--- src/design/chip8_pkg.sv ---
// shared widths, limits and types of the CHIP-8 core
// memory is a flat 4096-byte space, programs start at 0x200
// no font area, no I register, no timers
package chip8_pkg;

    // data and address widths
    localparam int BYTE_W = 8;
    localparam int ADDR_W = 12;

    // memory map
    localparam int MEM_BYTES = 4096;
    localparam logic [ADDR_W-1:0] PROG_START = 12'h200;

    // register file, rF carries the ALU flag
    localparam int NUM_REGS = 16;
    localparam int FLAG_REG = 15;

    // return-address stack
    localparam int STACK_DEPTH = 32;
    localparam int STACK_PTR_W = $clog2(STACK_DEPTH);

    typedef logic [BYTE_W-1:0] byte_t;
    typedef logic [ADDR_W-1:0] addr_t;
    typedef logic [15:0] opcode_t;
    typedef logic [3:0] reg_sel_t;

    // 8xy operations, value is the low opcode nibble
    typedef enum logic [3:0] {
        ALU_MOV  = 4'h0,
        ALU_OR   = 4'h1,
        ALU_AND  = 4'h2,
        ALU_XOR  = 4'h3,
        ALU_ADD  = 4'h4,
        ALU_SUB  = 4'h5,
        ALU_SHR  = 4'h6,
        ALU_SUBN = 4'h7,
        ALU_SHL  = 4'hE
    } alu_op_e;

endpackage

--- src/design/call_stack.sv ---
// return-address stack of STACK_DEPTH entries
// push when full or pop when empty is refused and reported on o_fault
// o_top is undefined while the stack is empty
module call_stack (
    input  logic              Chip8CLK,
    input  logic              i_rst_n,
    input  logic              i_clear,
    input  logic              i_push,
    input  logic              i_pop,
    input  chip8_pkg::addr_t  i_ret_addr,
    output chip8_pkg::addr_t  o_top,
    output logic              o_fault
);

    chip8_pkg::addr_t entries [chip8_pkg::STACK_DEPTH];
    // entry count, one bit wider than the index
    logic [chip8_pkg::STACK_PTR_W:0]   sp;
    logic [chip8_pkg::STACK_PTR_W-1:0] top_idx;
    logic full;
    logic empty;

    assign full    = (sp == (chip8_pkg::STACK_PTR_W + 1)'(chip8_pkg::STACK_DEPTH));
    assign empty   = (sp == '0);
    assign top_idx = sp[chip8_pkg::STACK_PTR_W-1:0] - 1'b1;
    assign o_top   = entries[top_idx];

    // same-cycle fault so the core can halt on this instruction
    assign o_fault = (i_push && full) || (i_pop && empty);

    always_ff @(posedge Chip8CLK or negedge i_rst_n) begin
        if (!i_rst_n) begin
            sp <= '0;
        end else if (i_clear) begin
            sp <= '0;
        end else if (i_push && !full) begin
            sp <= sp + 1'b1;
        end else if (i_pop && !empty) begin
            sp <= sp - 1'b1;
        end
    end

    // entry storage, no reset
    always_ff @(posedge Chip8CLK) begin
        if (i_push && !full && !i_clear) begin
            entries[sp[chip8_pkg::STACK_PTR_W-1:0]] <= i_ret_addr;
        end
    end

    // the core decodes one instruction at a time
    a_no_push_pop: assert property (
        @(posedge Chip8CLK) disable iff (!i_rst_n)
        !(i_push && i_pop)
    ) else $error("stack push and pop in the same cycle");

endmodule

--- src/design/chip8_alu.sv ---
// 8xy operation unit, purely combinational
// shifts take their operand from rY
// flag: carry on ADD, not-borrow on SUB/SUBN, shifted-out bit on shifts
module chip8_alu (
    input  chip8_pkg::alu_op_e  i_op,
    input  chip8_pkg::byte_t    i_rx,
    input  chip8_pkg::byte_t    i_ry,
    output chip8_pkg::byte_t    o_result,
    output logic                o_flag,
    output logic                o_flag_we,
    output logic                o_illegal
);

    // one extra bit for carry / borrow
    logic [chip8_pkg::BYTE_W:0] wide;

    always_comb begin
        wide      = '0;
        o_result  = i_ry;
        o_flag    = 1'b0;
        o_flag_we = 1'b0;
        o_illegal = 1'b0;
        case (i_op)
            chip8_pkg::ALU_MOV: o_result = i_ry;
            chip8_pkg::ALU_OR:  o_result = i_rx | i_ry;
            chip8_pkg::ALU_AND: o_result = i_rx & i_ry;
            chip8_pkg::ALU_XOR: o_result = i_rx ^ i_ry;
            chip8_pkg::ALU_ADD: begin
                wide      = {1'b0, i_rx} + {1'b0, i_ry};
                o_result  = wide[chip8_pkg::BYTE_W-1:0];
                o_flag    = wide[chip8_pkg::BYTE_W];
                o_flag_we = 1'b1;
            end
            chip8_pkg::ALU_SUB: begin
                // top bit set means a borrow
                wide      = {1'b0, i_rx} - {1'b0, i_ry};
                o_result  = wide[chip8_pkg::BYTE_W-1:0];
                o_flag    = !wide[chip8_pkg::BYTE_W];
                o_flag_we = 1'b1;
            end
            chip8_pkg::ALU_SHR: begin
                o_result  = i_ry >> 1;
                o_flag    = i_ry[0];
                o_flag_we = 1'b1;
            end
            chip8_pkg::ALU_SUBN: begin
                wide      = {1'b0, i_ry} - {1'b0, i_rx};
                o_result  = wide[chip8_pkg::BYTE_W-1:0];
                o_flag    = !wide[chip8_pkg::BYTE_W];
                o_flag_we = 1'b1;
            end
            chip8_pkg::ALU_SHL: begin
                o_result  = i_ry << 1;
                o_flag    = i_ry[chip8_pkg::BYTE_W-1];
                o_flag_we = 1'b1;
            end
            // nibbles 8..D and F
            default: o_illegal = 1'b1;
        endcase
    end

endmodule

--- src/design/chip8_core.sv ---
// CHIP-8 fetch/execute sequencer
// two cycles per instruction, o_pc moves only at the end of execute
// no display, keys, timers, RNG or I register; those opcodes raise o_err
// o_err halts the core until the next clear
module chip8_core (
    input  logic                Chip8CLK,
    input  logic                i_rst_n,
    input  logic                i_clear,
    input  logic                i_run,
    input  chip8_pkg::opcode_t  i_opcode,
    output chip8_pkg::addr_t    o_pc,
    output logic                o_err
);

    chip8_pkg::byte_t    regs [chip8_pkg::NUM_REGS];
    logic                exec_phase;
    logic                execute;

    // opcode fields
    logic [3:0]          op_leader;
    chip8_pkg::reg_sel_t x_sel;
    chip8_pkg::reg_sel_t y_sel;
    logic [3:0]          op_nibble;
    chip8_pkg::byte_t    op_const;
    chip8_pkg::addr_t    op_addr;

    chip8_pkg::byte_t    rx_val;
    chip8_pkg::byte_t    ry_val;
    chip8_pkg::addr_t    pc_plus2;
    chip8_pkg::addr_t    pc_plus4;
    chip8_pkg::addr_t    next_pc;
    chip8_pkg::addr_t    stack_top;

    // decode results
    logic                illegal;
    logic                push;
    logic                pop;
    logic                stack_fault;
    logic                wr_x;
    logic                wr_y;
    logic                wr_flag;
    chip8_pkg::byte_t    wr_data;

    // ALU
    chip8_pkg::alu_op_e  alu_op;
    logic                alu_shift;
    chip8_pkg::byte_t    alu_result;
    logic                alu_flag;
    logic                alu_flag_we;
    logic                alu_illegal;

    // Lxyn / Lxnn / Lnnn split
    assign op_leader = i_opcode[15:12];
    assign x_sel     = i_opcode[11:8];
    assign y_sel     = i_opcode[7:4];
    assign op_nibble = i_opcode[3:0];
    assign op_const  = i_opcode[7:0];
    assign op_addr   = i_opcode[11:0];

    assign rx_val   = regs[x_sel];
    assign ry_val   = regs[y_sel];
    assign pc_plus2 = o_pc + chip8_pkg::addr_t'(2);
    assign pc_plus4 = o_pc + chip8_pkg::addr_t'(4);

    // opcode is valid from the RAM only in the second cycle
    assign execute = i_run && !o_err && exec_phase;

    assign alu_op    = chip8_pkg::alu_op_e'(op_nibble);
    // shifts write the result back to rY too
    assign alu_shift = (alu_op == chip8_pkg::ALU_SHR) || (alu_op == chip8_pkg::ALU_SHL);

    chip8_alu u_alu (
        .i_op      (alu_op),
        .i_rx      (rx_val),
        .i_ry      (ry_val),
        .o_result  (alu_result),
        .o_flag    (alu_flag),
        .o_flag_we (alu_flag_we),
        .o_illegal (alu_illegal)
    );

    call_stack u_stack (
        .Chip8CLK   (Chip8CLK),
        .i_rst_n    (i_rst_n),
        .i_clear    (i_clear),
        .i_push     (execute && push),
        .i_pop      (execute && pop),
        .i_ret_addr (pc_plus2),
        .o_top      (stack_top),
        .o_fault    (stack_fault)
    );

    always_comb begin
        next_pc = pc_plus2;
        illegal = 1'b0;
        push    = 1'b0;
        pop     = 1'b0;
        wr_x    = 1'b0;
        wr_y    = 1'b0;
        wr_flag = 1'b0;
        wr_data = op_const;
        case (op_leader)
            4'h0: begin
                // only 00EE survives, 00E0 has no screen to clear
                if (i_opcode == 16'h00EE) begin
                    pop     = 1'b1;
                    next_pc = stack_top;
                end else begin
                    illegal = 1'b1;
                end
            end
            4'h1: next_pc = op_addr;
            4'h2: begin
                push    = 1'b1;
                next_pc = op_addr;
            end
            4'h3: if (rx_val == op_const) next_pc = pc_plus4;
            4'h4: if (rx_val != op_const) next_pc = pc_plus4;
            4'h5: begin
                illegal = (op_nibble != 4'h0);
                if (rx_val == ry_val) next_pc = pc_plus4;
            end
            4'h6: wr_x = 1'b1;
            4'h7: begin
                // carry is dropped, rF untouched
                wr_x    = 1'b1;
                wr_data = rx_val + op_const;
            end
            4'h8: begin
                illegal = alu_illegal;
                wr_x    = 1'b1;
                wr_y    = alu_shift;
                wr_flag = alu_flag_we;
                wr_data = alu_result;
            end
            4'h9: begin
                illegal = (op_nibble != 4'h0);
                if (rx_val != ry_val) next_pc = pc_plus4;
            end
            4'hB: next_pc = op_addr + chip8_pkg::addr_t'(regs[0]);
            default: illegal = 1'b1;
        endcase
    end

    always_ff @(posedge Chip8CLK or negedge i_rst_n) begin
        if (!i_rst_n) begin
            o_pc       <= chip8_pkg::PROG_START;
            o_err      <= 1'b0;
            exec_phase <= 1'b0;
            for (int i = 0; i < chip8_pkg::NUM_REGS; i++) begin
                regs[i] <= '0;
            end
        end else if (i_clear) begin
            o_pc       <= chip8_pkg::PROG_START;
            o_err      <= 1'b0;
            exec_phase <= 1'b0;
            for (int i = 0; i < chip8_pkg::NUM_REGS; i++) begin
                regs[i] <= '0;
            end
        end else if (i_run && !o_err) begin
            exec_phase <= !exec_phase;
            if (exec_phase) begin
                if (illegal || stack_fault) begin
                    // halt on the faulting instruction
                    o_err <= 1'b1;
                end else begin
                    o_pc <= next_pc;
                    if (wr_x) regs[x_sel] <= wr_data;
                    if (wr_y) regs[y_sel] <= wr_data;
                    // flag written last so it wins over rX = rF
                    if (wr_flag) begin
                        regs[chip8_pkg::FLAG_REG] <= {{(chip8_pkg::BYTE_W-1){1'b0}}, alu_flag};
                    end
                end
            end
        end else begin
            exec_phase <= 1'b0;
        end
    end

    // a halted core keeps its PC until reloaded
    a_pc_frozen_on_err: assert property (
        @(posedge Chip8CLK) disable iff (!i_rst_n)
        (o_err && !i_clear) |=> $stable(o_pc)
    ) else $error("o_pc moved while o_err is high");

endmodule

--- config.mk ---
export PLATFORM = sky130hd
export DESIGN_NAME = chip8_core
export DESIGN_NICKNAME = d
export VERILOG_FILES = /design/src/design/chip8_pkg.sv /design/src/design/call_stack.sv /design/src/design/chip8_alu.sv /design/src/design/chip8_core.sv
export SDC_FILE = /design/constraint.sdc
export NUM_CORES = 1
export LEC_CHECK = 0
export BUFFER_PORTS_ARGS = -buffer_cell sky130_fd_sc_hd__buf_2
export CAP_MARGIN = 20
export CORE_MARGIN = 2
export CORE_UTILIZATION = 50
export CTS_CLUSTER_SIZE = 40
export DETAILED_ROUTE_END_ITERATION = 12
export PLACE_DENSITY = 0.77
export SLEW_MARGIN = 20
export SYNTH_ARGS = -nofsm -noshare
export SYNTH_HDL_FRONTEND = slang
export SYNTH_SLANG_ARGS = --single-unit
export TNS_END_PERCENT = 1
--- constraint.sdc ---
create_clock -name Chip8CLK -period 4.13 [get_ports Chip8CLK]
set_input_delay 0.2065 -clock Chip8CLK [delete_from_list [all_inputs] [get_ports Chip8CLK]]
set_output_delay 0.2065 -clock Chip8CLK [all_outputs]
set_load 0.02 [all_outputs]
* Word level (Yosys, flattened, before mapping)
Memories as Yosys holds them, arrays and structs flattened. Cells that the tools add are included.
Cells by class: add/sub/neg operators 10, order comparisons 4, eq/ne operators 25, mux-type cells 57, bitwise operators 5, reduce and logical (&&, ||, !) cells 37
Operators with widths (number):
- $mux W128 | 10
- $bwmux W128 | 2
- $mux W12 | 9
- $pmux W12 S7 | 1
- $bmux W8 S4 | 2
- $demux W8 S4 | 2
- $pmux W8 S8 | 1
- $mux W8 | 7
- $eq A4 B3 Y1 const B | 8
- $mux W6 | 3
- $sub A8 B8 Y9 | 2
- $mux W1 | 17
- $eq A16 B8 Y1 const B | 1
- $eq A4 B2 Y1 const B | 4
- $eq A4 B4 Y1 const B | 4
- $eq A8 B8 Y1 | 2
- $ne A8 B8 Y1 | 2
- $pmux W8 S2 | 1
- $add A12 B2 Y12 const B | 1
- $add A12 B3 Y12 const B | 1
- $add A12 B8 Y12 | 1
- $logic_and A1 B1 Y1 | 11
- $ge A5 B5 Y1 const B | 2
- $lt A5 B1 Y1 const B | 2
- other kinds (27) | 42
Word-level totals: register bits 148, bits in writable memories 384, input port bits 20, output and inout bits 13, word-level logic and storage cells 159, memories 1
Memories:
- u_stack.entries | words 32, bits a word 12, read ports 1, clocked after memory_dff 0, write ports 1, line call_stack.sv:15 | chip8_pkg::addr_t entries [chip8_pkg::STACK_DEPTH];

* Depth between registers and ports, before layout
Gate-level depths: netlist of the first run.
word-level depth 20, depth in mapped cells 17, mapped depth without buffers 14

* Hierarchy
From an unflattened synthesis of the first run, not the netlist that was laid out.
Second synthesis, totals: cell total of the unflattened synthesis 2005, area total of the unflattened synthesis 27161.0 µm²
Modules (own cells, without submodules):
- call_stack | instances 1, cells an instance 727, area an instance 15482.3 µm², sequential area each 11681.2 µm²
- chip8_core | instances 1, cells an instance 1013, area an instance 9810.7 µm², sequential area each 3554.7 µm²
- chip8_alu | instances 1, cells an instance 265, area an instance 1868.0 µm², sequential area each 0.0 µm²

* Least setup slack after synthesis of the first run
No wires, ideal clock.
path type input port to flip-flop, start input i_opcode[8], end register o_pc[5], setup time 0.121 ns, arrival time 4.642 ns, data required time 4.009 ns, setup slack -0.633 ns, cell stages on the path 15, buffers on the path 3, cells stage by stage clkbuf_1 -> buf_1 -> mux4_2 -> mux4_2 -> inv_1 -> ha_1 -> buf_2 -> nor4_1 -> a211oi_1 -> o31ai_2 -> o31ai_1 -> a21oi_1 -> a311oi_1 -> or3_1 -> a22o_1
On the way: longest elaborated chain between the ends 11, elaborated cells between the ends (all ways) 29, classes of those cells eq/ne (6); mux (17); bitwise (1); reduce/logical (5)
Ends and longest elaborated chain:
- from (decl) | line chip8_core.sv:10 | input chip8_pkg::opcode_t i_opcode,
- $not A4 Y5 (implied by the code) | line chip8_core.sv:60 | assign rx_val = regs[x_sel];
- $bmux W8 S4 | line chip8_core.sv:60
- $mux W8 (implied by the code) (2 in a row) | line chip8_core.sv:60
- $ne A8 B8 Y1, or another cell as far along | line chip8_core.sv:138 | if (rx_val != ry_val) next_pc = pc_plus4;
- $mux W12, on equally long branches
- $pmux W12 S7 | line chip8_core.sv:102 | case (op_leader)
- $mux W12 | line chip8_core.sv:163 | if (illegal || stack_fault) begin
- $mux W12 | line chip8_core.sv:162 | if (exec_phase) begin
- $mux W12 | line chip8_core.sv:160 | end else if (i_run && !o_err) begin
- $mux W12 | line chip8_core.sv:153 | end else if (i_clear) begin
- to (signal assigned) | line chip8_core.sv:147 | o_pc <= chip8_pkg::PROG_START;
- to (signal assigned) | line chip8_core.sv:154 | o_pc <= chip8_pkg::PROG_START;
- to (signal assigned) | line chip8_core.sv:167 | o_pc <= next_pc;
- to (decl) | line chip8_core.sv:11 | output chip8_pkg::addr_t o_pc,
Parallel ways exist; a longest one is shown, timed or not. The select of a mux whose other input is x is not followed. A chain may end at the register's enable or synchronous reset.

* Worst setup path after layout of the first run
start register regs[122] in the netlist's numbering, end register regs[76] in the netlist's numbering
On the way: longest elaborated chain between the ends 18, elaborated cells between the ends (all ways) 24, classes of those cells add/sub (4); mux (20)
Ends and longest elaborated chain:
- from (decl) | line chip8_core.sv:15 | chip8_pkg::byte_t regs [chip8_pkg::NUM_REGS];
- from (signal, indexed assignment) | line chip8_core.sv:168 | if (wr_x) regs[x_sel] <= wr_data;
- from (signal, indexed assignment) | line chip8_core.sv:169 | if (wr_y) regs[y_sel] <= wr_data;
- from (signal, indexed assignment) | line chip8_core.sv:172 | regs[chip8_pkg::FLAG_REG] <= {{(chip8_pkg::BYTE_W-1){1'b0}}, alu_flag};
- $bmux W8 S4, on equally long branches | line chip8_core.sv:61, chip8_core.sv:60
- $mux W8, on equally long branches (2 in a row) | line chip8_core.sv:61, chip8_core.sv:60
- $sub A8 B8 Y9, or another cell as far along | line chip8_alu.sv:47 | wide = {1'b0, i_ry} - {1'b0, i_rx};
- $pmux W8 S8 | line chip8_alu.sv:23 | case (i_op)
- $pmux W8 S2 * | line chip8_core.sv:102
- $bwmux W128 | line chip8_core.sv:168
- $mux W128 | line chip8_core.sv:168
- $mux W128 | line chip8_core.sv:163
- $mux W128 | line chip8_core.sv:162
- $mux W128 | line chip8_core.sv:160
- $mux W128 | line chip8_core.sv:153
- $bwmux W128 | line chip8_core.sv:169
- $mux W128 * | line chip8_core.sv:169
- $mux W128 * | line chip8_core.sv:163
- $mux W128 * | line chip8_core.sv:162
- $mux W128 * | line chip8_core.sv:160
- $mux W128 * | line chip8_core.sv:153
Mark *: on every way between the ends. The rest lies on a longest branch, timed or not. The select of a mux whose other input is x is not followed.

==> reports/metrics.yaml, run 1 <==
status: "complete, no violations"
track_usage_pct: 28.1
internal_power_w: 0.00872
end_kind: "register"
max_cap_violations: 0
ant_nets: 0
synth.avg_cell_area_sq_um: 14.1
synth_nets: 2016
multi_input_area_sq_mm: 0.0114
row_count: 85
slew_violations: 0
coreArea_sq_mm: 0.0538
fin_util_pct: 57.7
setup_violations: 0
cts_root_buffer: "clkbuf_16"
cp.required_ps: 4600
final.setup.worst_slack_ps: 117
cp_data_arrival_time_ps: 4480
dp_slack_ps: -171
clk_latency_ps: 620
syn_inst: 1933
first_pass_iters: 6
diodes: 0
seq_area_sq_mm: 0.0152
synth_cell_types: 83
wl_mm: 78.0
ys_top_cells_by_area: "edfxtp_1 42%, mux4_2 16%, dfrtp_1 14%"
path_clk_slew_ps: 60
syn_area_sq_mm: 0.0272
n_fill_cell: 3999
wl_per_cell_microns: 27.9
final.period_utilization_pct: 97.2
clock.fmax_mhz: 249
gp_congestion: 1.03
place_hpwl_mm: 51.6
seqPwrFrac_pct: 50.2
combPwrFrac_pct: 8.4
slew-limit-headroom_pct: 24.1
async_reset_ff_share_pct: 27.8
ir_drop_uv: 347
start_util_pct: 50.6
pin_count: 33
overflow: 0
ys_ff_latch: 532
synth_commonest_cells: "384 x edfxtp_1, 207 x nor2_1, 189 x mux4_2"
h-tree-depth: 2
swShare_pct: 23.6
hold_viol_final: 0
synth_edf_count: 384
drt_iter0_drc: 2640
cts_tree: "built"
viasPerCell: 6.69
drcViolationCount: 0
synthFlopType: "edfxtp_1"
synth_top_area_share_pct: 42.3
grt_pass1_wl_mm: 119
min_period_ps: 4010
synth_area_leader_cell: "edfxtp_1"
clockBufferDepth: 3
vias: 18700
yosys_warnings: 0
power_frac_clock_pct: 41.4
area.growth.synth_to_final_pct: 13.9
layout-drive-gt1-share_pct: 25.0
antenna_found_initial: 3
cts_sinks: 532
criticalPathCategory: "reg -> reg"
die-area_sq_mm: 0.0564
post-synth-top-count-cell: "edfxtp_1"
numPortBuffers: 32
grt_pass1_vias: 18800
grt_max_degree: 99
reg2reg_depth: 14
worstMarginPinSlew_ps: 1140
power_switching_w: 0.00270
seq_area_frac_synth_pct: 55.9
die_x_microns: 237
p_per_area_mw_per_mm2: 368
hp-class: "in -> async"
finalNetCount: 2141
leakage_nw: 10.6
cts_buffers: 52
path_max_fanout: 16
die_h_microns: 237
worst_setup_path_start_kind: "register"
fin_worst_skew_ps: 34.3
## layer usage
metal	vias to the layer above	GRT usage (%)	wire length [microns]
li1	7840	-	-
met1	9499	37.4	29500
met2	1118	45.6	37800
met3	211	5.38	7240
met4	4	12.1	3460
met5	-	0	26
## cells by family (layout without fill, tap and decap cells)
group                    Yosys count  in the layout  share of synthesized area (%)
adder cells (fa/ha/maj)           63             63                           3.06
flip-flops                       532            532                           55.9
AND/OR/NAND/NOR                  450            450                           7.68
buffers and inverters            187            351                           3.00
AO/OA/AOI/OAI                    379            379                           9.47
multiplexers                     279            279                           19.4
XOR/XNOR                          43             43                           1.48
## per-stage QoR
stage	TNS (ps)	hold slack, ps	power [W]	std cells	area [sq um]
final	0	275	0.0114	2793	31000
after global routing	-42.3	349	0.0117	2793	31000
after CTS	0	303	0.0115	2793	31000
after detailed placement	-4130	357	0.00677	2697	29300
after global placement	-3810	353	0.00676	2692	29200
after floorplan	-25.2	-89.1	0.00641	1933	27300
## path summary, 6_finish.rpt
path                              from         end  slack [ps]
max                          regs[122]    regs[76]         120
min                            i_rst_n     o_pc[2]         280
max reg2reg                  regs[122]    regs[76]         120
min reg2reg                 exec_phase  exec_phase         470
max in group asynchronous      i_rst_n    regs[71]        2790
min in group Chip8CLK      i_opcode[0]     o_pc[0]         330
## cell usage in the layout, fill, tap and decap left out, drive strengths merged, types with 7 or more instances in the layout
| cell | n |
|---|---|
| nor3 | 26 |
| a311oi | 19 |
| nor2 | 218 |
| o21ai | 71 |
| buf | 207 |
| or3 | 10 |
| inv | 49 |
| a21o | 15 |
| a22oi | 16 |
| clkbuf | 62 |
| nand3 | 26 |
| o22ai | 7 |
| nand2 | 78 |
| and3 | 9 |
| nand2b | 18 |
| a221oi | 7 |
| o21bai | 10 |
| o21a | 9 |
| nand4 | 10 |
| mux4 | 196 |
| mux2 | 10 |
| dfrtp | 147 |
| mux2i | 73 |
| a31oi | 12 |
| o211ai | 10 |
| ha | 57 |
| clkinv | 24 |
| nor4 | 9 |
| nor2b | 11 |
| edfxtp | 384 |
| xnor2 | 30 |
| a21oi | 83 |
| a211oi | 57 |
| xor2 | 13 |
| o221ai | 7 |
| a22o | 10 |
| and2 | 8 |
## worst max-delay path: stages (launching register included)
cell and delay [ps]:
dfrtp_1 460, mux4_2 490, mux4_2 520, inv_1 140, ha_1 320, buf_4 200
a21o_1 200, a21oi_1 250, mux2_2 200, o21ai_0 140, a221oi_2 410, o21ai_2 160
buf_12 170, mux2i_1 150, nor2_1 60
## power by group through the flow
stage	clock, W	sequential [W]	combinational, W
detailed placement	0	0.00584	0.000928
global route	0.00499	0.00573	0.00102
finish	0.00473	0.00574	0.000962
floorplan	0	0.00584	0.000577
CTS	0.00479	0.00573	0.000945
global placement	0	0.00584	0.000917
## timing repair
action	CTS	global route
gates resized for setup	0	5
hold buffers	3	0
setup endpoints to repair	0	34
buffers inserted	0	0
endpoints found under the hold margin	96	0
## flip-flops by register name, indices dropped and copies added, names as in the netlist
| name | count |
|---|---|
| u_stack.entries | 384 |
| regs | 128 |
| o_pc | 12 |
| u_stack.sp | 6 |
| exec_phase | 1 |
| o_err | 1 |
## final cells by class
cell class	instances	share of cell area, %
inverters	48	0.580
flip-flops and latches	532	49.1
repair buffers	210	5.45
well taps	696	2.81
clock inverters	31	0.967
clock buffers	62	4.48
multi-input cells	1214	36.6
Power figures use the tool's default switching activity.
==> inputs of run 2 (changes only) <==
- CORE_ASPECT_RATIO: not set -> 1.25
==> run 2 against run 1 <==
  * Die area about the same
  * Maximum frequency up 0.10%
  * Non-clock buffer count down 12
  * First-iteration DRC count down 24%
  * Combinational power down 4.4%
  * Sequential share of layout area about the same
  * Total power up 1.2%
  * Sequential cell count unchanged
  * Final area about the same
  * Highest routed layer unchanged
==> reports/metrics.yaml, run 2 (same netlist as run 1, synthesis figures left out) <==
layout_commonest_cell: "edfxtp_1"
die_h_microns: 265  # +12%
dpl_cell_area_sq_mm: 0.0292  # -0.31%
gp_congestion: 0.960  # -6.4%
slew_violations: 0  # unchanged
dp_slack_ps: -127  # +44.5 ps
fin_worst_skew_ps: 17.7  # -16.6 ps
clockBufferDepth: 3  # unchanged
reg2reg_from: "regs[1]"
grt_pass1_wl_mm: 117  # -1.5%
clk_latency_ps: 610  # about the same
p_per_area_mw_per_mm2: 373  # +1.3%
numPortBuffers: 32  # unchanged
coreArea_sq_mm: 0.0538  # about the same
hp-class: "in -> reg"
hold_end: "regs[54]"
rsz0062_at_grt: "yes"
seqPwrFrac_pct: 49.7  # -0.5 points
status: "complete, no violations"
final.period_utilization_pct: 97.1  # -0.099 points
vias: 18500  # -0.72%
criticalPathCategory: "reg -> reg"
diodes: 0  # unchanged
viasPerCell: 6.59  # -1.5%
fin_cells: 2814  # +0.75%
min_period_ps: 4010  # -4.07 ps
start_util_pct: 50.6  # about the same
final.setup.worst_slack_ps: 121  # +4.07 ps
largest_reg_flops: 384  # unchanged
cts_buffers: 51  # -1.9%
overflow: 0  # unchanged
setup_violations: 0  # unchanged
ir_drop_uv: 389  # +12%
worstMarginPinSlew_ps: 1100  # -36.6 ps
first_pass_iters: 7  # +1
min-delay-start: "i_clear"
row_count: 95  # +12%
die-area_sq_mm: 0.0564  # about the same
wl_mm: 77.2  # -1.0%
ant_nets: 0  # unchanged
layout-drive-gt1-share_pct: 25.2  # +0.12 points
cp.required_ps: 4660  # +60 ps
clock.fmax_mhz: 249  # +0.10%
use_met3_pct: 4.79  # -0.59 points
met1_usage_pct: 35.2  # -2.2 points
seq_area_sq_mm: 0.0152  # unchanged
cts_tree: "built"
antenna_found_initial: 2  # -1
n_fill_cell: 4133  # +3.4%
cts_root_buffer: "clkbuf_16"
finalNetCount: 2128  # -0.61%
slew-limit-headroom_pct: 26.6  # +2.4 points
leakage_nw: 10.5  # -0.35%
whs_path_depth: 2
busiest_layer: "met2"
cts_sinks: 532  # unchanged
power_frac_clock_pct: 42.3  # +0.9 points
end_kind: "register"
h-tree-depth: 2  # unchanged
reg2reg_slack_ps: 120  # about the same
place_hpwl_mm: 51.1  # -1.0%
layout_common_cells: "384 x edfxtp_1, 197 x nor2_1, 189 x mux4_2"
reg2reg_to: "regs[117]"
internal_power_w: 0.00890  # +2.0%
cp_data_arrival_time_ps: 4540  # +60 ps
path_clk_slew_ps: 60  # about the same
placed_cells: 2715  # +0.67%
drt_iter0_drc: 2002  # -24%
wl_per_cell_microns: 27.4  # -1.8%
swShare_pct: 23.1  # -0.56 points
holdWs_ps: 103  # -172 ps
combPwrFrac_pct: 8.0  # -0.4 points
power_switching_w: 0.00267  # -1.2%
max_cap_violations: 0  # unchanged
multi_input_area_sq_mm: 0.0114  # about the same
track_usage_pct: 27.9  # -0.22 points
reg2reg_depth: 14  # unchanged
drcViolationCount: 0  # unchanged
die_x_microns: 213  # -10%
fin_tns_setup_ps: 0  # unchanged
design_area_sq_mm: 0.0310  # about the same
worst_setup_path_start_kind: "register"
grt_pass1_vias: 18800  # +0.13%
area.growth.synth_to_final_pct: 13.9  # about the same
use_met2_pct: 46.0  # +0.40 points
hold_viol_final: 0  # unchanged
path_max_fanout: 16  # unchanged
pin_count: 33  # unchanged
grt_max_degree: 88  # -11%
run 2: area by class of cell:
| class | count | share of cell area [%] |
|---|---|---|
| repair buffers | 198 | 5.06 |
| flip-flops and latches | 532 | 49.1 |
| clock inverters | 27 | 1.12 |
| clock buffers | 68 | 4.52 |
| inverters | 48 | 0.581 |
| well taps | 727 | 2.93 |
| multi-input cells | 1214 | 36.7 |
run 2: worst max-delay path by stage:
stage | start | cells past startpoint | slack, ps | endpoint
after floorplan | i_opcode[8] | 15 | -30 | o_pc[5]
after global placement | i_opcode[5] | 18 | -70 | regs[28]
after detailed placement | i_opcode[5] | 18 | -130 | regs[60]
after CTS | regs[120] | 14 | 80 | regs[84]
after global routing | regs[120] | 13 | -10 | regs[110]
final | regs[1] | 14 | 120 | regs[117]
run 2: through the flow:
step | utilization, % | power, W
finish | 57.6 | 0.0116
global placement | 54.2 | 0.00672
floorplan | - | 0.00641
global route | 57.6 | 0.0119
CTS | 57.5 | 0.0116
detailed placement | 54.2 | 0.00675
run 2: repair_timing:
action                     4_1_cts  5_1_grt
setup endpoints to repair        0       41
buffers inserted                 0        2
hold endpoints to repair        85        0
gates resized for setup          0        7
hold buffers                     2        0
run 2: power by group through the flow:
stage               clock network, W  logic, W  registers (W)
floorplan                          0  0.000577        0.00584
global placement                   0  0.000873        0.00585
detailed placement                 0  0.000894        0.00585
CTS                          0.00495  0.000904        0.00574
global route                 0.00513  0.000976        0.00574
finish                       0.00490  0.000920        0.00575
run 2: worst max-delay path: stages, from the launching register on:
cell	delay (ps)
dfrtp_1	410
mux4_2	480
mux4_2	600
inv_1	120
ha_1	260
buf_4	150
o21bai_1	70
a21oi_1	390
o21bai_1	130
a21o_1	190
a2111o_1	380
o211ai_1	320
buf_12	190
nand2_1	70
a21oi_1	150
run 2: metal layers:
layer,part of all wire [%],up-vias
met1,36,9433
met3,8.2,258
met4,5.9,4
li1,-,7801
met5,0.030,-
met2,50,1041
