<file path="src/design/chip8_pkg.sv">
// shared widths, limits and types of the CHIP-8 core
// memory is a flat 4096-byte space, programs start at 0x200
// no font area, no I register, no timers
package chip8_pkg;

    // data and address widths
    localparam int BYTE_W = 8;
    localparam int ADDR_W = 12;

    // memory map
    localparam int MEM_BYTES = 4096;
    localparam logic [ADDR_W-1:0] PROG_START = 12'h200;

    // register file, rF carries the ALU flag
    localparam int NUM_REGS = 16;
    localparam int FLAG_REG = 15;

    // return-address stack
    localparam int STACK_DEPTH = 32;
    localparam int STACK_PTR_W = $clog2(STACK_DEPTH);

    typedef logic [BYTE_W-1:0] byte_t;
    typedef logic [ADDR_W-1:0] addr_t;
    typedef logic [15:0] opcode_t;
    typedef logic [3:0] reg_sel_t;

    // 8xy operations, value is the low opcode nibble
    typedef enum logic [3:0] {
        ALU_MOV  = 4'h0,
        ALU_OR   = 4'h1,
        ALU_AND  = 4'h2,
        ALU_XOR  = 4'h3,
        ALU_ADD  = 4'h4,
        ALU_SUB  = 4'h5,
        ALU_SHR  = 4'h6,
        ALU_SUBN = 4'h7,
        ALU_SHL  = 4'hE
    } alu_op_e;

endpackage

</file>
<file path="src/design/program_loader.sv">
// program byte stream to RAM writes
// ready rises the cycle after i_load_start and drops after the last byte
// a new start pulse restarts the load at 0x200 at any time
module program_loader (
    input  logic              Chip8CLK,
    input  logic              i_rst_n,
    input  logic              i_load_start,
    input  logic              i_load_valid,
    input  chip8_pkg::byte_t  i_load_data,
    input  logic              i_load_last,
    output logic              o_load_ready,
    output logic              o_wr_en,
    output chip8_pkg::addr_t  o_wr_addr,
    output chip8_pkg::byte_t  o_wr_data,
    output logic              o_core_clear,
    output logic              o_run
);

    logic              loading;
    logic              accept;
    chip8_pkg::addr_t  wr_addr;

    // a byte moves when valid meets ready
    assign accept       = loading && i_load_valid;
    assign o_load_ready = loading;

    // accepted bytes go straight to memory
    assign o_wr_en   = accept;
    assign o_wr_addr = wr_addr;
    assign o_wr_data = i_load_data;

    // core state is cleared in the start cycle itself
    assign o_core_clear = i_load_start;

    always_ff @(posedge Chip8CLK or negedge i_rst_n) begin
        if (!i_rst_n) begin
            loading <= 1'b0;
            wr_addr <= chip8_pkg::PROG_START;
            o_run   <= 1'b0;
        end else if (i_load_start) begin
            // stop the core and rewind the write pointer
            loading <= 1'b1;
            wr_addr <= chip8_pkg::PROG_START;
            o_run   <= 1'b0;
        end else if (accept) begin
            wr_addr <= wr_addr + chip8_pkg::addr_t'(1);
            if (i_load_last) begin
                // hand over to the core on the next cycle
                loading <= 1'b0;
                o_run   <= 1'b1;
            end
        end
    end

    // the RAM is never written under a running program
    a_no_write_while_run: assert property (
        @(posedge Chip8CLK) disable iff (!i_rst_n)
        o_wr_en |-> !o_run
    ) else $error("program RAM written while the core runs");

endmodule

</file>
<file path="config.mk">
export PLATFORM = sky130hd
export DESIGN_NAME = program_loader
export DESIGN_NICKNAME = d
export VERILOG_FILES = /design/src/design/chip8_pkg.sv /design/src/design/program_loader.sv
export SDC_FILE = /design/constraint.sdc
export NUM_CORES = 1
export LEC_CHECK = 0
export BUFFER_PORTS_ARGS = -buffer_cell sky130_fd_sc_hd__buf_2
export CELL_PAD_IN_SITES_DETAIL_PLACEMENT = 0
export CELL_PAD_IN_SITES_GLOBAL_PLACEMENT = 1
export CORE_ASPECT_RATIO = 0.6
export CORE_UTILIZATION = 32
export CTS_CLUSTER_DIAMETER = 80
export CTS_CLUSTER_SIZE = 20
export DETAILED_ROUTE_END_ITERATION = 16
export PLACE_DENSITY = 0.76
export RECOVER_POWER = 100
export REMOVE_ABC_BUFFERS = 1
export SYNTH_ARGS = -nofsm -noshare
export SYNTH_HDL_FRONTEND = slang
export SYNTH_SLANG_ARGS = --single-unit
export TNS_END_PERCENT = 100
</file>
<file path="constraint.sdc">
create_clock -name Chip8CLK -period 2.3 [get_ports Chip8CLK]
set_clock_uncertainty 0.2 [all_clocks]
set_input_delay 0.46 -clock Chip8CLK [delete_from_list [all_inputs] [get_ports Chip8CLK]]
set_output_delay 0.46 -clock Chip8CLK [all_outputs]
set_load 0.1 [all_outputs]
</file>
Yosys cells after proc, flatten, opt, wreduce, memory -nomap -nowiden
Cells that the tools add are included.
- add/sub/neg operators: 1
- mux-type cells: 8
- reduce and logical (&&, ||, !) cells: 4
- operators with widths (cell ; count):
    $mux 12 ; 2
    $add 12x1->12 const B ; 1
    $mux 1 ; 6
    $reduce_bool 2->1 ; 2
    $reduce_and 2->1 ; 1
    $logic_and 1x1->1 ; 1
- bits in registers: 14
- input port bits: 13
- output and inout port bits: 24

Depth between registers and ports, before layout
Gate-level depths: netlist (run 1).
- depth after elaboration: 3
- depth in mapped cells: 4

Worst setup path before layout (run 1)
Ideal clock, no wire load.
- kind: register to output
- start point: reg loading (netlist: o_load_ready)
- end point: out o_wr_en
- arrival time: 1.933 ns
- required time: 1.640 ns
- setup slack: -0.293 ns
- stages on the path, launching flop included: 3
- path through: dfrtp_1 > nand2_1 > inv_1
- longest elaborated chain between the ends: 1
- ends and longest elaborated chain (item ; line ; source):
    start: declaration ; program_loader.sv:19 ; logic loading;
    start signal: assignment ; program_loader.sv:37 ; loading <= 1'b0;
    start signal: assignment ; program_loader.sv:42 ; loading <= 1'b1;
    start signal: assignment ; program_loader.sv:49 ; loading <= 1'b0;
    $logic_and 1x1->1 ; program_loader.sv:24 ; assign accept = loading && i_load_valid;
    end: declaration ; program_loader.sv:12 ; output logic o_wr_en,
Every way passes these cells.

Worst setup path after layout (run 1)
Ends and elaborated chain as after synthesis.

==> qor.json, run 1 <==
{
  "cts_tree": {"value": "yes"},
  "ys_seq_elements": {"value": 14},
  "timing.hold.worst_path_depth": {"value": 3},
  "power_density": {"value": 650, "unit": "nW/um^2"},
  "placement_rows": {"value": 13},
  "final-hold-violation-count": {"value": 0},
  "floorplan.die_area": {"value": 2620, "unit": "sq um"},
  "max_cap_violation_count": {"value": 0},
  "placement.setup.worst_slack": {"value": 379, "unit": "ps"},
  "ctsResizeCount": {"value": 0},
  "critical_path.cell_chain": {"value": "nand2_1 -> inv_1 -> clkbuf_2"},
  "vias_in_the_first_global_route": {"value": 550},
  "die_x": {"value": 65.4, "unit": "um"},
  "cts_num_sinks": {"value": 14},
  "final_core_utilization": {"value": 38.9, "unit": "%"},
  "detailedRoute.firstPassIterationCount": {"value": 4},
  "maxClockFrequency": {"value": 500, "unit": "MHz"},
  "proportion_of_synthesized_chip_area_in_sequential_cells": {"value": 45.6, "unit": "%"},
  "critical_path_buf_inv_count": {"value": 2},
  "startpoint_type": {"value": "flop"},
  "antenna_cell_count": {"value": 0},
  "start_util": {"value": 34.8, "unit": "%"},
  "grt_start_max_net_pins": {"value": 18},
  "synth-edff-count": {"value": 0},
  "wire_per_inst": {"value": 12.6, "unit": "um"},
  "synth.yosys.warnings": {"value": 0},
  "crit_path_max_incr_delay": {"value": 440, "unit": "ps"},
  "dieHeight": {"value": 40.0, "unit": "um"},
  "clock_buffer_depth": {"value": 2},
  "ioPinCount": {"value": 37},
  "smallest_hold_slack": {"value": 293, "unit": "ps"},
  "outcome": {"value": "completed"},
  "postSynthAreaPerCell": {"value": 9.76, "unit": "sq um"},
  "routabilityCongestion": {"value": 0.729},
  "final_critical_path_setup_slack": {"value": 301, "unit": "ps"},
  "worst-r2r-cell-count": {"value": 4},
  "coreArea": {"value": 2210, "unit": "sq um"},
  "synthDistinctLibCells": {"value": 25},
  "synth_flop_type": {"value": "sky130_fd_sc_hd__dfrtp_1"},
  "timing.final.setup_violations": {"value": 0},
  "timing.critical_path.fanout_max": {"value": 7},
  "via_count_normalized_by_instance_count": {"value": 5.07},
  "worstPathArrival": {"value": 1340, "unit": "ps"},
  "globalRoute.totalOverflow": {"value": 0},
  "vias": {"value": 623},
  "cts-htree-levels": {"value": 1},
  "vdd_ir_drop_max": {"value": 0.212, "unit": "mV"},
  "synthTopCellsByArea": {"value": "sky130_fd_sc_hd__dfrtp_1 42%, sky130_fd_sc_hd__buf_4 8.8%, sky130_fd_sc_hd__a21oi_1 4.5%"},
  "worst-slew-pin-transition": {"value": 766, "unit": "ps"},
  "min_period_over_period": {"value": 86.9, "unit": "%"},
  "most_instantiated_library_cell_after_synthesis": {"value": "sky130_fd_sc_hd__dfrtp_1"},
  "worstSetupPathType": {"value": "flop to primary output"},
  "critical_path.slowest_cell": {"value": "sky130_fd_sc_hd__dfrtp_1"},
  "cp_top_family": {"value": "buffers and inverters"},
  "synthArstFlopShare": {"value": 100, "unit": "%"},
  "syn_area": {"value": 771, "unit": "sq um"},
  "crit_cells": {"value": 3},
  "routed_wl": {"value": 1550, "unit": "um"},
  "setup.worst_path.end_class": {"value": "primary output"},
  "synth.largest_area_cell": {"value": "sky130_fd_sc_hd__dfrtp_1"},
  "synth_common_cells": {"value": "13 x sky130_fd_sc_hd__dfrtp_1, 9 x sky130_fd_sc_hd__buf_4, 7 x sky130_fd_sc_hd__a21oi_1, 6 x sky130_fd_sc_hd__nand2_1, 5 x sky130_fd_sc_hd__nor2_1"},
  "num-fill-cells": {"value": 236},
  "worst_slew_margin_rel": {"value": 48.9, "unit": "%"},
  "drc_errors": {"value": 0},
  "detailedPlacementHpwl": {"value": 1150, "unit": "um"},
  "number_of_routed_nets_with_antenna_violations": {"value": 0},
  "grt_setup_unrepaired": {"value": "false"},
  "global_route_wire_length_before_repair": {"value": 2600, "unit": "um"},
  "clkTransAtPathRegs": {"value": 60, "unit": "ps"},
  "clockRootBuffer": {"value": "sky130_fd_sc_hd__clkbuf_8"},
  "cts_post_setup_buffers_inserted": {"value": 0},
  "flow.area_growth_from_synthesis": {"value": 11.5, "unit": "%"},
  "critical_path_rt": {"value": 1640, "unit": "ps"},
  "initial_antenna_violation_count": {"value": 0},
  "worst_skew_pair.late_latency": {"value": 240, "unit": "ps"},
  "final-max-slew-violation-count": {"value": 0},
  "synth_top_area_share": {"value": 42.2, "unit": "%"},
  "drt-initial-drc-count": {"value": 26},
  "nets": {"value": 108},
  "period_needed": {"value": 2000, "unit": "ps"},
  "power.static_leakage": {"value": 0.388, "unit": "nW"},
  "port-buffer-count": {"value": 20},
  "worst_hold_path_type": {"value": "input pin to flop"},
  "global_route_usage_sum": {"value": 14.2, "unit": "%"},
  "synthCells": {"value": 79},
  "cts_buffer_count": {"value": 3},
  "final_layout_size_suffix_gt1_share": {"value": 28.0, "unit": "%"}
}
[worst register-to-register path, stage by stage (launching register included)]
cell and delay, ps:
sky130_fd_sc_hd__dfrtp_1 410, sky130_fd_sc_hd__ha_1 170, sky130_fd_sc_hd__nand3_1 250, sky130_fd_sc_hd__nor4_1 400, sky130_fd_sc_hd__mux2_2 370
[area by class of cell]
cell class	instances	area, sq um	area share (%)
clock buffer	4	45.0	5.24
inverter	4	15.0	1.75
multi-input combinational	50	302	35.1
sequential	14	352	40.9
tap	30	37.5	4.37
timing repair buffer	21	109	12.7
[cell usage in the layout, fill, tap and decap left out, types with 4 or more instances in the layout]
cell                       synthesis  layout
sky130_fd_sc_hd__a21oi_1           7       7
sky130_fd_sc_hd__clkbuf_2          0      16
sky130_fd_sc_hd__dfrtp_1          13      13
sky130_fd_sc_hd__inv_1             4       4
sky130_fd_sc_hd__nand2_1           6       6
sky130_fd_sc_hd__nand3_1           3       4
sky130_fd_sc_hd__nor2_1            5       5
sky130_fd_sc_hd__or3_1             4       4
[power breakdown]
| part | switching (W) | internal (W) |
|---|---|---|
| logic | 0.0000819 | 0.0000152 |
| clock network | 0.0000797 | 0.000122 |
| registers | 0.00000707 | 0.000253 |
[state kept, by name, indices dropped and copies added, names as in the netlist]
name / cells
o_run: 1
o_load_ready: 1
o_wr_addr: 12
[through the flow]
stage          TNS (ps)  std cells  power (W)  instance area (sq um)
2_1_floorplan      -638         68   0.000332                    696
3_3_place_gp          0        118   0.000365                    833
3_5_place_dp          0        118   0.000366                    833
4_1_cts               0        123   0.000577                    888
5_1_grt               0        123   0.000587                    860
6_report              0        123   0.000559                    860
[timing repair]
item                                    4_1_cts  5_1_grt
hold endpoints to repair                     13        0
endpoints found under the setup margin        0        0
hold buffers                                  1        0
[final timing paths]
check	startpoint	end	slack, ps
min in group asynchronous	i_rst_n	o_wr_addr[3]$_DFFE_PN0P_	600
setup reg to reg	o_wr_addr[0]$_DFFE_PN0P_	o_wr_addr[10]$_DFFE_PN0P_	400
max in group asynchronous	i_rst_n	o_wr_addr[0]$_DFFE_PN0P_	820
hold / removal	i_load_last	o_run$_DFFE_PN0P_	290
hold reg to reg	o_run$_DFFE_PN0P_	o_run$_DFFE_PN0P_	310
setup / recovery	o_load_ready$_DFFE_PN0P_	o_wr_en	300
[per-layer routing]
metal | GRT usage (%) | part of all wire [%]
met1 | 18.2 | 49
met2 | 20.1 | 41
met5 | 0 | 0
met4 | 3.26 | 0
met3 | 8.81 | 9.7
[cells by family after synthesis]
logic type	count (synthesis)	synth area share [%]
AO/OA/AOI/OAI	16	12.5
XOR/XNOR	2	2.27
adder cells (fa/ha/maj)	1	1.62
buffers and inverters	15	11.7
flip-flops	14	45.6
multiplexers	2	2.92
AND/OR/NAND/NOR	29	23.4
Note: power is estimated with default switching activity, not from simulation.
==> inputs of run 2 (changes only) <==
--- a/config.mk
+++ b/config.mk
@@ -15,7 +15,6 @@
 export DETAILED_ROUTE_END_ITERATION = 16
 export PLACE_DENSITY = 0.76
 export RECOVER_POWER = 100
-export REMOVE_ABC_BUFFERS = 1
 export SYNTH_ARGS = -nofsm -noshare
 export SYNTH_HDL_FRONTEND = slang
 export SYNTH_SLANG_ARGS = --single-unit
==> run 2 against run 1 <==
Effect of this change: flip-flop and latch count did not move; utilization grew 0.68 points; first-iteration DRC count is 62% lower; total power increased by 6.8%; count of clock-buffer cells in the layout did not move; critical path depth unchanged; register-to-register slack got worse by 20 ps; via count shrank 0.80%; non-clock buffer count unchanged; routed wire length rose by 7.0%; final cell count stayed put; sequential share of layout area shrank 0.13 points.
==> qor.json, run 2 (synthesis gave the netlist of run 1 again) <==
{
  "switching_share_of_power": {"value": 29.7, "unit": "%"},
  "detailedPlacementHpwl": {"value": 1210, "unit": "um"},
  "floorplan.die_area": {"value": 2620, "unit": "sq um"},
  "power_spent_charging_and_discharging_nets": {"value": 0.000177, "unit": "W"},
  "ctsResizeCount": {"value": 0},
  "initial_antenna_violation_count": {"value": 0},
  "final-hold-violation-count": {"value": 0},
  "globalRoute.totalOverflow": {"value": 0},
  "clockRootBuffer": {"value": "sky130_fd_sc_hd__clkbuf_8"},
  "flow.area_growth_from_synthesis": {"value": 13.5, "unit": "%"},
  "p_clk_share": {"value": 40.0, "unit": "%"},
  "grt_setup_unrepaired": {"value": "false"},
  "vias": {"value": 618},
  "place_inst": {"value": 118},
  "power_report.internal_total": {"value": 0.000420, "unit": "W"},
  "placement.cell_area": {"value": 841, "unit": "sq um"},
  "placement.setup.worst_slack": {"value": 403, "unit": "ps"},
  "critical_path_rt": {"value": 1640, "unit": "ps"},
  "via_count_normalized_by_instance_count": {"value": 5.02},
  "coreArea": {"value": 2210, "unit": "sq um"},
  "layout_common_cells": {"value": "16 x sky130_fd_sc_hd__clkbuf_2, 9 x sky130_fd_sc_hd__dfrtp_1, 7 x sky130_fd_sc_hd__a21oi_1"},
  "final_critical_path_setup_slack": {"value": 300, "unit": "ps"},
  "setup.worst_path.end_class": {"value": "primary output"},
  "vdd_ir_drop_max": {"value": 0.274, "unit": "mV"},
  "worstPathArrival": {"value": 1340, "unit": "ps"},
  "global_route_wire_length_before_repair": {"value": 2490, "unit": "um"},
  "clock_buffer_depth": {"value": 2},
  "vias_in_the_first_global_route": {"value": 526},
  "port-buffer-count": {"value": 20},
  "drt-initial-drc-count": {"value": 10},
  "wire_per_inst": {"value": 13.5, "unit": "um"},
  "num-fill-cells": {"value": 243},
  "min_period_over_period": {"value": 86.9, "unit": "%"},
  "cts_buffer_count": {"value": 3},
  "finalSetupTns": {"value": 0, "unit": "ps"},
  "placement_rows": {"value": 13},
  "antenna_cell_count": {"value": 0},
  "cts_tree": {"value": "yes"},
  "routabilityCongestion": {"value": 0.743},
  "timing.critical_path.fanout_max": {"value": 7},
  "fraction_of_power_consumed_by_sequential_logic": {"value": 43.6, "unit": "%"},
  "worstSetupPathType": {"value": "flop to primary output"},
  "share_comb_of_total_power": {"value": 16.4, "unit": "%"},
  "design_power_total": {"value": 0.000597, "unit": "W"},
  "nets": {"value": 108},
  "startpoint_type": {"value": "flop"},
  "timing.hold.worst_path_depth": {"value": 3},
  "worst-r2r-cell-count": {"value": 4},
  "worst-slew-pin-transition": {"value": 770, "unit": "ps"},
  "cts_num_sinks": {"value": 14},
  "final-max-slew-violation-count": {"value": 0},
  "max_cap_violation_count": {"value": 0},
  "timing.final.setup_violations": {"value": 0},
  "worst_skew_pair.late_latency": {"value": 250, "unit": "ps"},
  "largest_register_ff_count": {"value": 12},
  "layout.cell_area.non_filler": {"value": 875, "unit": "sq um"},
  "drc_errors": {"value": 0},
  "worst_hold_path_type": {"value": "input pin to flop"},
  "syn_nets": {"value": 93},
  "dieHeight": {"value": 40.0, "unit": "um"},
  "ioPinCount": {"value": 37},
  "global_route_usage_sum": {"value": 14.2, "unit": "%"},
  "clkTransAtPathRegs": {"value": 60, "unit": "ps"},
  "cts-htree-levels": {"value": 1},
  "detailedRoute.firstPassIterationCount": {"value": 4},
  "power.static_leakage": {"value": 0.388, "unit": "nW"},
  "layoutNonFillerInstCount": {"value": 123},
  "outcome": {"value": "completed"},
  "final_layout_size_suffix_gt1_share": {"value": 33.3, "unit": "%"},
  "start_util": {"value": 34.8, "unit": "%"},
  "worst_slew_margin_rel": {"value": 48.6, "unit": "%"},
  "number_of_routed_nets_with_antenna_violations": {"value": 0},
  "maxClockFrequency": {"value": 500, "unit": "MHz"},
  "period_needed": {"value": 2000, "unit": "ps"},
  "final_common_cell": {"value": "sky130_fd_sc_hd__clkbuf_2"},
  "die_x": {"value": 65.4, "unit": "um"},
  "routed_wl": {"value": 1660, "unit": "um"},
  "grt_start_max_net_pins": {"value": 18},
  "power_density": {"value": 682, "unit": "nW/um^2"}
}
## run 2: what timing repair did
| action | 4_1_cts | 5_1_grt |
|---|---|---|
| hold buffers | 1 | 0 |
| endpoints found under the hold margin | 13 | 0 |
| buffers inserted | 0 | 0 |
## run 2: power by group through the flow
| stage | sequential (W) | clock, W | combinational [W] |
|---|---|---|---|
| after detailed placement | 0.000267 | 0 | 0.000100 |
| after floorplan | 0.000310 | 0 | 0.0000991 |
| after global routing | 0.000261 | 0.000261 | 0.000104 |
| final | 0.000260 | 0.000239 | 0.0000978 |
| after global placement | 0.000267 | 0 | 0.0000988 |
| after CTS | 0.000263 | 0.000247 | 0.000101 |
## run 2: final cells by class
type	count	area (sq um)	share of cell area (%)
Clock buffer	4	55.1	6.29
Inverter	4	15.0	1.72
Multi-Input combinational cell	50	302	34.5
Sequential cell	14	357	40.8
Tap cell	30	37.5	4.29
Timing Repair Buffer	21	109	12.4
## run 2: metal layers
metal,up-vias,track usage [%],routed length [um],part of all wire [%]
met5,-,0,0,0
met4,0,1.63,0,0
met3,0,7.39,127,7.6
met2,21,24.0,685,41
met1,299,17.0,848,51
li1,298,-,-,-
## run 2: metrics by stage
stage          hold WS, ps  util (%)
3_5_place_dp           181      38.0
5_1_grt                316      39.5
2_1_floorplan        -35.6         -
3_3_place_gp           169      38.0
4_1_cts                292      41.0
6_report               297      39.5
## run 2: final timing paths
path	from	end	slack, ps
setup reg to reg	o_wr_addr[0]$_DFFE_PN0P_	o_wr_addr[10]$_DFFE_PN0P_	380
min in group asynchronous	i_rst_n	o_wr_addr[10]$_DFFE_PN0P_	610
max in group asynchronous	i_rst_n	o_wr_addr[1]$_DFFE_PN0P_	760
hold reg to reg	o_run$_DFFE_PN0P_	o_run$_DFFE_PN0P_	310
setup / recovery	o_load_ready$_DFFE_PN0P_	o_wr_en	300
hold / removal	i_load_last	o_run$_DFFE_PN0P_	300
## run 2: worst max-delay path, stage by stage, from the launching register on
cell and delay [ps]:
sky130_fd_sc_hd__dfrtp_1 450, sky130_fd_sc_hd__nand2_1 130, sky130_fd_sc_hd__inv_1 70, sky130_fd_sc_hd__clkbuf_2 450
==> inputs of run 3 (changes only) <==
--- a/config.mk
+++ b/config.mk
@@ -5,6 +5,7 @@
 export SDC_FILE = /design/constraint.sdc
 export NUM_CORES = 1
 export LEC_CHECK = 0
+export ABC_AREA = 1
 export BUFFER_PORTS_ARGS = -buffer_cell sky130_fd_sc_hd__buf_2
 export CELL_PAD_IN_SITES_DETAIL_PLACEMENT = 0
 export CELL_PAD_IN_SITES_GLOBAL_PLACEMENT = 1
@@ -13,7 +14,7 @@
 export CTS_CLUSTER_DIAMETER = 80
 export CTS_CLUSTER_SIZE = 20
 export DETAILED_ROUTE_END_ITERATION = 16
-export PLACE_DENSITY = 0.76
+export PLACE_DENSITY = 0.77
 export RECOVER_POWER = 100
 export SYNTH_ARGS = -nofsm -noshare
 export SYNTH_HDL_FRONTEND = slang
==> run 3 against run 2 <==
Effect of this change: synthesized cell count is 34% higher; first-iteration DRC count rose by 110%; cell area is 8.6% higher; sequential power about the same; total power up 0.56%; worst setup slack got worse by 64 ps; final cell count increased by 24%; maximum frequency fell by 3.1%; sequential share of layout area decreased by 3.6 points; count of clock-buffer cells in the layout unchanged.
==> qor.json, run 3 <==
{
  "outcome": {"value": "completed"},
  "global_route_wire_length_before_repair": {"value": 3060, "unit": "um"},
  "min_period_over_period": {"value": 89.7, "unit": "%"},
  "die_x": {"value": 68.0, "unit": "um"},
  "synth_adder_area_share": {"value": 1.49, "unit": "%"},
  "worst_skew_pair.late_latency": {"value": 240, "unit": "ps"},
  "flow.area_growth_from_synthesis": {"value": 13.5, "unit": "%"},
  "r2r_setup_slack": {"value": 700, "unit": "ps"},
  "worst-r2r-cell-count": {"value": 5},
  "timing.critical_path.fanout_max": {"value": 7},
  "cts_buffer_count": {"value": 3},
  "ctsResizeCount": {"value": 0},
  "nets": {"value": 137},
  "grt_start_max_net_pins": {"value": 15},
  "max_cap_violation_count": {"value": 0},
  "synth_flop_type": {"value": "sky130_fd_sc_hd__dfrtp_1"},
  "routabilityCongestion": {"value": 0.784},
  "detailedRoute.firstPassIterationCount": {"value": 5},
  "critical_path_rt": {"value": 1640, "unit": "ps"},
  "finalSetupTns": {"value": 0, "unit": "ps"},
  "drt-initial-drc-count": {"value": 21},
  "layout_common_cells": {"value": "25 x sky130_fd_sc_hd__nand2_1, 17 x sky130_fd_sc_hd__inv_1, 15 x sky130_fd_sc_hd__clkbuf_2"},
  "synth-xor-area-share": {"value": 0, "unit": "%"},
  "final_common_cell": {"value": "sky130_fd_sc_hd__nand2_1"},
  "grt_setup_unrepaired": {"value": "false"},
  "ys_seq_elements": {"value": 14},
  "via_count_normalized_by_instance_count": {"value": 4.55},
  "syn_nets": {"value": 120},
  "power_density": {"value": 632, "unit": "nW/um^2"},
  "timing.final.setup_violations": {"value": 0},
  "placement_rows": {"value": 13},
  "maxClockFrequency": {"value": 485, "unit": "MHz"},
  "initial_antenna_violation_count": {"value": 0},
  "syn_area": {"value": 837, "unit": "sq um"},
  "synthArstFlopShare": {"value": 100, "unit": "%"},
  "smallest_hold_slack": {"value": 194, "unit": "ps"},
  "timing.hold.worst_path_depth": {"value": 2},
  "wire_per_inst": {"value": 11.9, "unit": "um"},
  "vias_in_the_first_global_route": {"value": 646},
  "final-max-slew-violation-count": {"value": 0},
  "vdd_ir_drop_max": {"value": 0.288, "unit": "mV"},
  "clkTransAtPathRegs": {"value": 60, "unit": "ps"},
  "detailedPlacementHpwl": {"value": 1360, "unit": "um"},
  "synth.largest_area_cell": {"value": "sky130_fd_sc_hd__dfrtp_1"},
  "synth.yosys.warnings": {"value": 0},
  "antenna_cell_count": {"value": 0},
  "drc_errors": {"value": 0},
  "worstPathArrival": {"value": 1400, "unit": "ps"},
  "cts_post_setup_buffers_inserted": {"value": 0},
  "num-fill-cells": {"value": 255},
  "vias": {"value": 691},
  "final_core_utilization": {"value": 41.1, "unit": "%"},
  "cts_tree": {"value": "yes"},
  "global_route_usage_sum": {"value": 14.6, "unit": "%"},
  "synth-compound-area-share": {"value": 10.2, "unit": "%"},
  "worst_slew_margin_rel": {"value": 46.8, "unit": "%"},
  "design_power_total": {"value": 0.000600, "unit": "W"},
  "synth-edff-count": {"value": 0},
  "proportion_of_synthesized_chip_area_in_sequential_cells": {"value": 42.0, "unit": "%"},
  "number_of_routed_nets_with_antenna_violations": {"value": 0},
  "most_instantiated_library_cell_after_synthesis": {"value": "sky130_fd_sc_hd__nand2_1"},
  "worst-slew-pin-transition": {"value": 798, "unit": "ps"},
  "clockRootBuffer": {"value": "sky130_fd_sc_hd__clkbuf_8"},
  "ioPinCount": {"value": 37},
  "synth_top_area_share": {"value": 38.9, "unit": "%"},
  "synth_common_cells": {"value": "25 x sky130_fd_sc_hd__nand2_1, 16 x sky130_fd_sc_hd__inv_1, 13 x sky130_fd_sc_hd__dfrtp_1, 9 x sky130_fd_sc_hd__buf_4, 8 x sky130_fd_sc_hd__nor2_1"},
  "synth.mux.area_fraction": {"value": 0, "unit": "%"},
  "floorplan.die_area": {"value": 2830, "unit": "sq um"},
  "postSynthAreaPerCell": {"value": 7.90, "unit": "sq um"},
  "start_util": {"value": 36.2, "unit": "%"},
  "globalRoute.totalOverflow": {"value": 0},
  "power.static_leakage": {"value": 0.494, "unit": "nW"},
  "port-buffer-count": {"value": 20},
  "final-hold-violation-count": {"value": 0},
  "largest_register_ff_count": {"value": 12},
  "clock_buffer_depth": {"value": 2},
  "dieHeight": {"value": 41.6, "unit": "um"},
  "synthDistinctLibCells": {"value": 22},
  "setup.worst_path.end_class": {"value": "primary output"},
  "coreArea": {"value": 2310, "unit": "sq um"},
  "synthCells": {"value": 106},
  "period_needed": {"value": 2060, "unit": "ps"},
  "yosys.area_share.simple": {"value": 29.0, "unit": "%"},
  "startpoint_type": {"value": "flop"},
  "worstSetupPathType": {"value": "flop to primary output"},
  "routed_wl": {"value": 1800, "unit": "um"},
  "cts-htree-levels": {"value": 1},
  "combinational_family_with_the_most_area_after_synthesis": {"value": "simple AND/OR/NAND/NOR gates"},
  "final_layout_size_suffix_gt1_share": {"value": 27.0, "unit": "%"},
  "worst_hold_path_type": {"value": "input pin to flop"},
  "synthTopCellsByArea": {"value": "sky130_fd_sc_hd__dfrtp_1 39%, sky130_fd_sc_hd__nand2_1 11%, sky130_fd_sc_hd__buf_4 8.1%"},
  "cts_num_sinks": {"value": 14}
}
## run 3: metal layers
layer / GRT usage, % / vias up / routed length [um]
met5: 0 / - / 0
met4: 1.67 / 0 / 8
met3: 6.32 / 2 / 134
met2: 18.0 / 26 / 637
met1: 23.4 / 307 / 1020
li1: - / 356 / -
## run 3: cell families after synthesis
group                    Yosys count
AO/OA/AOI/OAI                     14
adder cells (fa/ha/maj)            1
buffers and inverters             27
flip-flops                        14
AND/OR/NAND/NOR                   50
## run 3: power breakdown
part           leakage (nW)  internal, W  switching (W)
combinational         0.279    0.0000160      0.0000886
clock                0.0288     0.000151      0.0000863
sequential            0.186     0.000252     0.00000518
## run 3: area by class of cell
class,count,area [sq um],area share (%)
Sequential cell,14,353,37.2
Multi-Input combinational cell,65,324,34.1
Timing Repair Buffer,22,116,12.3
Inverter,17,63.8,6.72
Clock buffer,4,55.1,5.80
Tap cell,30,37.5,3.95
## run 3: stage by stage
stage | instances | worst slack (ps) | area (sq um)
finish | 152 | 237 | 950
global route | 152 | 168 | 950
CTS | 152 | 331 | 967
detailed placement | 147 | 422 | 902
global placement | 147 | 436 | 902
floorplan | 106 | 225 | 838
## run 3: path summary, 6_finish.rpt
path                                     startpoint                  endpoint
max                        o_load_ready$_DFFE_PN0P_                   o_wr_en
min                                    i_load_start         o_run$_DFFE_PN0P_
max reg2reg                o_wr_addr[0]$_DFFE_PN0P_  o_wr_addr[5]$_DFFE_PN0P_
min reg2reg                o_load_ready$_DFFE_PN0P_  o_load_ready$_DFFE_PN0P_
max in group asynchronous                   i_rst_n  o_load_ready$_DFFE_PN0P_
min in group asynchronous                   i_rst_n  o_wr_addr[5]$_DFFE_PN0P_
## run 3: critical path, cell delays in order, from the launching register on
cell,delay (ps)
sky130_fd_sc_hd__dfrtp_2,370
sky130_fd_sc_hd__nand2_2,100
sky130_fd_sc_hd__inv_1,210
sky130_fd_sc_hd__buf_2,470
## run 3: what timing repair did
item,4_1_cts,5_1_grt
endpoints found under the setup margin,0,0
endpoints found under the hold margin,13,0
hold buffers,1,0
